**src/pit_pkg.sv**
```systemverilog
package pit_pkg;

    // Channel count and host port map
    localparam int NUM_CHANNELS = 3;
    localparam logic [1:0] PORT_CTRL = 2'd3;

    // System clocks per count clock period, must be even
    localparam int PIT_DIVIDE = 4;
    localparam int DIV_W = $clog2(PIT_DIVIDE);
    localparam logic [DIV_W-1:0] DIV_LAST = DIV_W'(PIT_DIVIDE - 1);
    localparam logic [DIV_W-1:0] DIV_HALF = DIV_W'(PIT_DIVIDE / 2);

    // Supported counting modes
    localparam logic [1:0] MODE_RATE = 2'd2;
    localparam logic [1:0] MODE_SQUARE = 2'd3;

    // Access codes from the control word
    localparam logic [1:0] RW_LATCH = 2'd0;
    localparam logic [1:0] RW_LOW = 2'd1;
    localparam logic [1:0] RW_HIGH = 2'd2;
    localparam logic [1:0] RW_BOTH = 2'd3;

    // Host access FSM state codes
    localparam logic [1:0] ST_IDLE = 2'd0;
    localparam logic [1:0] ST_WRITE_HOLD = 2'd1;
    localparam logic [1:0] ST_READ_HOLD = 2'd2;
    localparam logic [1:0] ST_READ_DONE = 2'd3;

    // Control word, seen either as a mode command or as a counter latch
    typedef union packed {
        struct packed {
            logic [1:0] sel;
            logic [1:0] rw;
            logic [2:0] mode;
            logic bcd;
        } mode_view;
        struct packed {
            logic [1:0] sel;
            logic [1:0] latch;
            logic [3:0] unused;
        } latch_view;
    } pit_ctrl_word_u;

endpackage
```
**src/pit_top.sv**
```systemverilog
module pit_top import pit_pkg::*; (
    input  logic                    reset,
    input  logic                    clk,
    input  logic [1:0]              addr,
    input  logic [7:0]              data_in,
    input  logic                    wr,
    input  logic                    rd,
    output logic [7:0]              data_out,
    input  logic [NUM_CHANNELS-1:0] gate,
    output logic [NUM_CHANNELS-1:0] out
);

    // Shared count clock
    logic pit_clk;

    // Per channel command strobes
    logic [NUM_CHANNELS-1:0] configure;
    logic [NUM_CHANNELS-1:0] load;
    logic [NUM_CHANNELS-1:0] latch_count;
    logic [NUM_CHANNELS-1:0] read_count;

    // Shared command busses
    logic [7:0] reload_in;
    logic [1:0] rw_in;
    logic [1:0] mode_in;

    // Read bytes back from each channel
    logic [NUM_CHANNELS-1:0][7:0] count_out;

    pit_clk_divider u_divider (
        .reset   (reset),
        .clk     (clk),
        .pit_clk (pit_clk)
    );

    pit_control_fsm u_control (
        .reset       (reset),
        .clk         (clk),
        .addr        (addr),
        .data_in     (data_in),
        .wr          (wr),
        .rd          (rd),
        .count_out   (count_out),
        .data_out    (data_out),
        .configure   (configure),
        .load        (load),
        .latch_count (latch_count),
        .read_count  (read_count),
        .reload_in   (reload_in),
        .rw_in       (rw_in),
        .mode_in     (mode_in)
    );

    // One timer unit per channel
    for (genvar i = 0; i < NUM_CHANNELS; i++) begin : g_chan
        pit_timer_unit u_timer (
            .reset       (reset),
            .clk         (clk),
            .pit_clk     (pit_clk),
            .reload_in   (reload_in),
            .load        (load[i]),
            .rw_in       (rw_in),
            .mode_in     (mode_in),
            .configure   (configure[i]),
            .latch_count (latch_count[i]),
            .read_count  (read_count[i]),
            .count_out   (count_out[i]),
            .gate        (gate[i]),
            .out         (out[i])
        );
    end

endmodule

```
**src/pit_timer_unit.sv**
```systemverilog
module pit_timer_unit import pit_pkg::*; (
    input  logic       reset,
    input  logic       clk,
    input  logic       pit_clk,
    input  logic [7:0] reload_in,
    input  logic       load,
    input  logic [1:0] rw_in,
    input  logic [1:0] mode_in,
    input  logic       configure,
    input  logic       latch_count,
    input  logic       read_count,
    output logic [7:0] count_out,
    input  logic       gate,
    output logic       out
);

    // Synchronized copies for edge detection
    logic pit_clk_q;
    logic pit_clk_last;
    logic gate_q;
    logic gate_last;

    // Channel configuration
    logic [1:0] mode;
    logic [1:0] rw;
    logic       rw_both;

    // Reload value, bit 16 set for a count of 65536
    logic [16:0] reload;
    logic [16:0] count;
    logic [7:0]  reload_low;
    logic        low_pending;
    logic [15:0] load_value;
    logic        load_complete;
    logic        load_done;

    // Latched read data and its pending bytes
    logic [15:0] latched_count;
    logic [1:0]  latched;
    logic        read_low;

    logic        tick;
    logic        trigger;
    logic        restart;
    logic        count_en;
    logic [16:0] rate_next;
    logic [16:0] half;

    assign tick = pit_clk_q & ~pit_clk_last;
    assign trigger = gate_q & ~gate_last;
    // New reload or gate edge both start a fresh period
    assign restart = trigger | load_done;
    assign count_en = tick & gate_q;
    assign rw_both = (rw != RW_LOW) && (rw != RW_HIGH);

    // Rate mode counts N-1 down to 0 then wraps
    assign rate_next = ((count == 17'd0) ? reload : count) - 17'd1;
    // Square wave drops low at the midpoint
    assign half = {1'b0, reload[16:1]};

    always_ff @(posedge reset or posedge clk) begin
        if (clk) begin
            pit_clk_q <= 1'b0;
            pit_clk_last <= 1'b0;
            gate_q <= 1'b0;
            gate_last <= 1'b0;
        end else begin
            pit_clk_q <= pit_clk;
            pit_clk_last <= pit_clk_q;
            gate_q <= gate;
            gate_last <= gate_q;
        end
    end

    always_ff @(posedge reset or posedge clk) begin
        if (clk) begin
            mode <= 2'd0;
            rw <= RW_BOTH;
        end else if (configure) begin
            mode <= mode_in;
            rw <= rw_in;
        end
    end

    // Byte assembly for the three access codes
    always_comb begin
        case (rw)
            RW_LOW:  load_value = {8'h00, reload_in};
            RW_HIGH: load_value = {reload_in, 8'h00};
            default: load_value = {reload_in, reload_low};
        endcase
    end

    // Two byte access completes on the high byte
    assign load_complete = load & (~rw_both | low_pending);

    always_ff @(posedge reset or posedge clk) begin
        if (clk) begin
            reload <= 17'd0;
            low_pending <= 1'b0;
            load_done <= 1'b0;
        end else begin
            load_done <= 1'b0;
            if (configure) begin
                reload <= 17'd0;
                low_pending <= 1'b0;
            end else if (load_complete) begin
                // Zero stands for the full 65536 range
                reload <= {load_value == 16'h0000, load_value};
                low_pending <= 1'b0;
                load_done <= 1'b1;
            end else if (load) begin
                low_pending <= 1'b1;
            end
        end
    end

    // Low byte parked until the high byte arrives
    always_ff @(posedge reset) begin
        if (load && rw_both && !low_pending) begin
            reload_low <= reload_in;
        end
    end

    always_ff @(posedge reset or posedge clk) begin
        if (clk) begin
            latched <= 2'b00;
            read_low <= 1'b1;
        end else if (configure) begin
            latched <= 2'b00;
            read_low <= 1'b1;
        end else if (latch_count && latched == 2'b00) begin
            // Two bytes pending for the low then high access
            latched <= rw_both ? 2'b11 : 2'b01;
            read_low <= 1'b1;
        end else if (read_count) begin
            latched <= {1'b0, latched[1]};
            if (rw_both) begin
                read_low <= ~read_low;
            end
        end
    end

    // Repeated latch commands are ignored until read out
    always_ff @(posedge reset) begin
        if (latch_count && latched == 2'b00) begin
            latched_count <= (rw == RW_HIGH) ? {8'h00, count[15:8]} : count[15:0];
        end else if (read_count) begin
            latched_count <= {8'h00, latched_count[15:8]};
        end
    end

    always_comb begin
        if (latched[0]) begin
            count_out = latched_count[7:0];
        end else begin
            case (rw)
                RW_LOW:  count_out = count[7:0];
                RW_HIGH: count_out = count[15:8];
                default: count_out = read_low ? count[7:0] : count[15:8];
            endcase
        end
    end

    always_ff @(posedge reset or posedge clk) begin
        if (clk) begin
            count <= 17'd0;
            out <= 1'b1;
        end else begin
            case (mode)
                MODE_SQUARE: begin
                    if (restart) begin
                        count <= reload;
                        out <= 1'b1;
                    end else if (count_en) begin
                        if (count == 17'd0) begin
                            count <= reload;
                            out <= 1'b1;
                        end else begin
                            count <= count - 17'd1;
                            if ((count - 17'd1) == half) begin
                                out <= 1'b0;
                            end
                        end
                    end
                end

                MODE_RATE: begin
                    if (restart) begin
                        count <= reload - 17'd1;
                        out <= 1'b1;
                    end else if (count_en) begin
                        count <= rate_next;
                        // Low for the one tick spent at count 1
                        out <= (rate_next != 17'd1);
                    end
                end

                default: begin
                    // Unsupported modes hold the count
                    out <= 1'b1;
                end
            endcase

            // Gate low forces out high on the next clock
            if (!gate) begin
                out <= 1'b1;
            end
        end
    end

endmodule

```
**src/pit_control_fsm.sv**
```systemverilog
module pit_control_fsm import pit_pkg::*; (
    input  logic                          reset,
    input  logic                          clk,
    input  logic [1:0]                    addr,
    input  logic [7:0]                    data_in,
    input  logic                          wr,
    input  logic                          rd,
    input  logic [NUM_CHANNELS-1:0][7:0]  count_out,
    output logic [7:0]                    data_out,
    output logic [NUM_CHANNELS-1:0]       configure,
    output logic [NUM_CHANNELS-1:0]       load,
    output logic [NUM_CHANNELS-1:0]       latch_count,
    output logic [NUM_CHANNELS-1:0]       read_count,
    output logic [7:0]                    reload_in,
    output logic [1:0]                    rw_in,
    output logic [1:0]                    mode_in
);

    logic [1:0] state;
    // Port captured at the start of a read
    logic [1:0] rd_port;
    pit_ctrl_word_u ctrl;

    // Host byte viewed as a control word
    assign ctrl = data_in;

    // One-hot channel strobe, select code 3 maps to no channel
    function automatic logic [NUM_CHANNELS-1:0] chan_sel(input logic [1:0] idx);
        logic [NUM_CHANNELS-1:0] sel;
        sel = '0;
        if (idx < 2'(NUM_CHANNELS)) begin
            sel[idx] = 1'b1;
        end
        return sel;
    endfunction

    always_ff @(posedge reset or posedge clk) begin
        if (clk) begin
            state <= ST_IDLE;
            rd_port <= 2'd0;
            data_out <= 8'h00;
            configure <= '0;
            load <= '0;
            latch_count <= '0;
            read_count <= '0;
        end else begin
            // Every strobe lasts a single cycle
            configure <= '0;
            load <= '0;
            latch_count <= '0;
            read_count <= '0;

            case (state)
                ST_IDLE: begin
                    if (wr) begin
                        state <= ST_WRITE_HOLD;
                        if (addr == PORT_CTRL) begin
                            // Latch command carries access code zero
                            if (ctrl.latch_view.latch == RW_LATCH) begin
                                latch_count <= chan_sel(ctrl.latch_view.sel);
                            end else begin
                                configure <= chan_sel(ctrl.mode_view.sel);
                            end
                        end else begin
                            load <= chan_sel(addr);
                        end
                    end else if (rd) begin
                        state <= ST_READ_HOLD;
                        rd_port <= addr;
                        // Control port reads back as zero
                        if (addr == PORT_CTRL) begin
                            data_out <= 8'h00;
                        end else begin
                            data_out <= count_out[addr];
                        end
                    end
                end

                ST_WRITE_HOLD: begin
                    // One command per write strobe
                    if (!wr) begin
                        state <= ST_IDLE;
                    end
                end

                ST_READ_HOLD: begin
                    // data_out holds until the host drops rd
                    if (!rd) begin
                        state <= ST_READ_DONE;
                        read_count <= chan_sel(rd_port);
                    end
                end

                ST_READ_DONE: begin
                    // Gives the channel a cycle to advance its byte pointer
                    state <= ST_IDLE;
                end

                default: begin
                    state <= ST_IDLE;
                end
            endcase
        end
    end

    // Shared command busses, valid alongside the strobes
    always_ff @(posedge reset) begin
        if (state == ST_IDLE && wr) begin
            reload_in <= data_in;
            rw_in <= ctrl.mode_view.rw;
            // Modes 6 and 7 alias to 2 and 3
            mode_in <= ctrl.mode_view.mode[1:0];
        end
    end

endmodule

```
**src/pit_clk_divider.sv**
```systemverilog
module pit_clk_divider import pit_pkg::*; (
    input  logic reset,
    input  logic clk,
    output logic pit_clk
);

    // Position inside one count clock period
    logic [DIV_W-1:0] div_cnt;
    logic [DIV_W-1:0] div_next;

    // Wrap after PIT_DIVIDE system clocks
    assign div_next = (div_cnt == DIV_LAST) ? '0 : div_cnt + 1'b1;

    always_ff @(posedge reset or posedge clk) begin
        if (clk) begin
            div_cnt <= '0;
            // Count clock starts low
            pit_clk <= 1'b0;
        end else begin
            div_cnt <= div_next;
            // Upper half of the period drives the count clock high
            pit_clk <= (div_next >= DIV_HALF);
        end
    end

endmodule

```
**config.mk**
```make
export PLATFORM = sky130hd
export DESIGN_NAME = pit_top
export DESIGN_NICKNAME = d
export VERILOG_FILES = /design/src/pit_pkg.sv /design/src/pit_top.sv /design/src/pit_timer_unit.sv /design/src/pit_control_fsm.sv /design/src/pit_clk_divider.sv
export SDC_FILE = /design/constraint.sdc
export NUM_CORES = 1
export LEC_CHECK = 0
export ABC_AREA = 0
export BUFFER_PORTS_ARGS = -buffer_cell sky130_fd_sc_hd__buf_2
export CAP_MARGIN = 30
export CORE_UTILIZATION = 50
export CTS_CLUSTER_SIZE = 16
export DETAILED_ROUTE_END_ITERATION = 12
export HOLD_SLACK_MARGIN = 0.05
export PLACE_DENSITY = 0.71
export SYNTH_ARGS = -nofsm -noshare
export SYNTH_HDL_FRONTEND = slang
export SYNTH_SLANG_ARGS = --single-unit
```
**constraint.sdc**
```tcl
create_clock -name reset -period 6.1 [get_ports reset]
set_clock_uncertainty 0.1 [all_clocks]
set_input_delay 1.525 -clock reset [delete_from_list [all_inputs] [get_ports reset]]
set_output_delay 1.525 -clock reset [all_outputs]
set_load 0.05 [all_outputs]
```
==> summary.md <==
| Metric | Value |
|---|---|
| Via density per instance | about 6.4 |
| Average routed wire per standard cell | approximately 22 um |
| Worst hold path class | register to register |
| Count of unique library cells instantiated by Yosys | 80 |
| Max_slew headroom | 0.296 |
| Routed Antenna Nets | 0 |
| Syn_area_per_cell | approximately 8.2 um2 |
| Clock sink count | between 200 and 250 |
| Post-DP HPWL | roughly 40000 um |
| Critical Setup Path Class | register to register |
| Die Outline Area | about 35000 um2 |
| Count of buffers from port buffering | 27 |
| Htree depth | 1 |
| Floorplan core area | approximately 34000 um2 |
| Kind of end point of the critical path | register |
| Share of total power in combinational logic | 0.508 |
| Summed instance area of the synthesized netlist | about 17000 um2 |
| Chip Width | between 150 and 200 um |
| Number of global-route vias before repair | between 10000 and 15000 |
| Number of detailed-route iterations in the first pass | 6 |
| Most common cell type on the critical path | sky130_fd_sc_hd__nand4_1 |
| Share of synthesized area spent on multiplexers | 0.0301 |
| CTS root buffer | sky130_fd_sc_hd__clkbuf_16 |
| Total routing resource utilization after global routing | 0.316 |
| RSZ-0062 raised after global routing | false |
| Number of core rows | 67 |
| Synthesis Warnings | 0 |
| Crit share post-route | 0.921 |
| Adder-cell share of the synthesized area | 0.0160 |
| Master of the slowest instance on the critical path | sky130_fd_sc_hd__nor4_1 |
| Main flop type after synthesis | sky130_fd_sc_hd__dfrtp_1 |
| Clock transition at path regs | 0.06 ns |
| TritonCTS clock tree | yes |
| Complex-gate fraction of the synthesized area | 0.213 |
| Part of the total power dissipated in the clock network | 0.173 |
| CTS-repair resized insts | 0 |
| Xor-xnor portion of the synthesized cell area | 0.0723 |
| Portion of the post-synthesis area used by sequential elements | 0.381 |
| Buffers inserted during post-CTS setup optimization | 0 |
| Gate count after technology mapping | roughly 2100 |
| Areal power density over the cells | ~520 nW/um2 |
| Library cell with the highest instance count after synthesis | sky130_fd_sc_hd__nor2_1 |
| Switching part of the total power | 0.488 |
| Crit-path max FO | 17 |
| Net total in the final layout | around 2100 |
| DRC marker count from the first detailed-route iteration | approximately 1700 |
| Max-cap violations | 0 |
| Overflow left after global routing | 0 |
| Net switching power | between 4 and 5 mW |
| Number of flops mapped to enable cells by yosys | 80 |
| Number of setup violations in the final report | 0 |
| Yosys top cell area share | 0.224 |
| Count of inserted antenna diode cells | 0 |
| Leakage | ~7 nW |
| Data required, critical path | between 6 and 7 ns |
| Num CTS Buffers | 28 |
| Synthesized flop and latch total | around 250 |
| Area delta synth->final | 7.58% |
| Time the worst path needs with I/O delays and setup | around 5.6 ns |
| Final routed DRC violation total | 0 |
| Number of antenna violations at the first check in global routing | 0 |
| Actual slew at the worst max-slew pin | 1.06 ns |
| Post-cts hold buffer count | 0 |
| Highest attainable clock frequency | between 150 and 200 MHz |
| Number of nets in the synthesized netlist | approximately 2200 |
| Final-layout setup total negative slack | 0 ns |
| Top Ports | 28 |
| Worst-Skew Late Latency | roughly 0.57 ns |
| Post-synth top area cell | sky130_fd_sc_hd__dfrtp_1 |
| Final core utilization | 0.550 |
| Most instantiated cells after synthesis | sky130_fd_sc_hd__nor2_1 (235), sky130_fd_sc_hd__nand2_1 (223), sky130_fd_sc_hd__a21oi_1 (196) |
| Via count | approximately 16000 |
| Weighted congestion reported at the end of routability-driven placement | between 0.9 and 1 |
| Simple-gate share of the synthesized area | 0.231 |
| Worst setup SP type | register |
| Final-report max-slew violation count | 0 |
| WL final | ~56000 um |
| Maximum buffer depth of the clock tree | 3 |
| Height of the chip | between 150 and 200 um |
| Cell-internal power | approximately 5 mW |
| Initial cell density of the core | 0.511 |
| Data arrival time at the worst-slack endpoint | ~6.0 ns |
| IR Drop Worst-Case VDD | approximately 0.33 mV |
| Largest cells by area after synthesis | sky130_fd_sc_hd__dfrtp_1 (22%), sky130_fd_sc_hd__edfxtp_1 (14%), sky130_fd_sc_hd__a21oi_1 (5.7%) |
| Sequential share of power | 0.320 |
| Fraction of layout instances using a drive strength above 1 | 0.0925 |
| Dominant combinational cell family by area after synthesis | simple AND/OR/NAND/NOR gates |
| Final Hold Violating Endpoints | 0 |
| Critical Path Max Stage Delay | 0.78 ns |
| Crit path cell chain | nor4_1, nand4_1, a21boi_0, ha_1, or4b_2, o41a_1, a211oi_1, o211ai_1, a21oi_1, nand4_1, nor4b_1, and4_1, o21ai_1 |
| Run status | complete, no violations |
| Wire length of the first global-routing pass | 87900 um |
| Maximum number of pins on one net before global-route repair | between 90 and 100 |
| Post-synthesis async set-or-reset flop share | 0.675 |
layout by cell type (no fill, tap or decap), types with 39 or more instances in the layout:
master and n:
sky130_fd_sc_hd__nor4_1 39, sky130_fd_sc_hd__xnor2_1 78, sky130_fd_sc_hd__edfxtp_1 80, sky130_fd_sc_hd__nor2_1 232
sky130_fd_sc_hd__buf_4 54, sky130_fd_sc_hd__a21oi_1 196, sky130_fd_sc_hd__nor3_1 61, sky130_fd_sc_hd__a211oi_1 45
sky130_fd_sc_hd__inv_1 41, sky130_fd_sc_hd__o21ai_0 167, sky130_fd_sc_hd__nand2_1 223, sky130_fd_sc_hd__xor2_1 57
sky130_fd_sc_hd__dfrtp_1 154
layer usage:
metal	track usage	routed length, um	vias to the layer above
li1	-	-	7412
met1	0.447	23800	7615
met2	0.481	24700	753
met3	0.0530	4710	140
met4	0.124	2300	0
met5	0	0	-
sequential cells by signal, indices dropped and copies added (netlist names), 6 cells and up:
name	cells
g_chan.u_timer.count	51
u_control.data_out	8
g_chan.u_timer.rw	6
g_chan.u_timer.latched_count	48
g_chan.u_timer.reload	51
g_chan.u_timer.mode	6
g_chan.u_timer.latched	6
g_chan.u_timer.reload_low	24
u_control.reload_in	6
cell families after synthesis:
group,Yosys count
buf+inv,246
mux,50
fa+ha+maj,22
simple gates,810
flops,246
compound gates,600
xor+xnor,138
through the flow:
stage / setup WS (ns) / hold WS [ns] / power (mW) / cell area (um2) / cells
after floorplan: 0.00483 / 0.257 / 6.33 / 17200 / 2112
after global placement: 0.839 / 0.269 / 7.75 / 17600 / 2437
after detailed placement: 0.632 / 0.283 / 7.79 / 17600 / 2439
after CTS: 0.613 / 0.301 / 9.47 / 18500 / 2491
after global routing: 0.141 / 0.321 / 10.2 / 18500 / 2492
final: 0.483 / 0.296 / 9.58 / 18500 / 2492
worst paths after layout:
check                                                         from                                  endpoint  slack (ns)  depth (start not counted)
min                                 u_divider.div_cnt[1]$_DFF_PP0_     g_chan[2].u_timer.pit_clk_q$_DFF_PP0_        0.30                          0
max in group asynchronous                                      clk  g_chan[2].u_timer.reload[15]$_DFFE_PP0N_        3.88                          4
max reg2reg                g_chan[1].u_timer.count[10]$_DFFE_PP0P_         g_chan[1].u_timer.out$_DFFE_PP1P_        0.48                         13
max                        g_chan[1].u_timer.count[10]$_DFFE_PP0P_         g_chan[1].u_timer.out$_DFFE_PP1P_        0.48                         13
min reg2reg                         u_divider.div_cnt[1]$_DFF_PP0_     g_chan[2].u_timer.pit_clk_q$_DFF_PP0_        0.30                          0
min in group asynchronous                                      clk   g_chan[2].u_timer.count[15]$_DFFE_PP0P_        0.73                          2
power by group through the flow:
stage                     Combinational [mW]  Sequential (mW)  Clock, mW
after global placement                  4.70             3.04          0
after floorplan                         3.93             2.40          0
after detailed placement                4.74             3.05          0
after CTS                               4.76             3.03       1.68
final                                   4.86             3.06       1.65
after global routing                    5.30             3.13       1.74
worst max-delay path: cells and delay by family (launching register included):
family                     cells  cell delay (ns)
and+or+nand+nor                6             3.11
DFF                            1             0.60
AOI/OAI and AO/OA              6             1.39
adders and majority gates      1             0.33
cell type report:
| class | count | area [um2] |
|---|---|---|
| Fill cell | 3141 | 15200 |
| Multi-Input combinational cell | 1620 | 9730 |
| Sequential cell | 246 | 6570 |
| Clock buffer | 41 | 790 |
| Timing Repair Buffer | 84 | 594 |
| Tap cell | 448 | 561 |
| Inverter | 42 | 163 |
| Clock inverter | 11 | 119 |
Note: power is estimated with default switching activity, not from simulation.
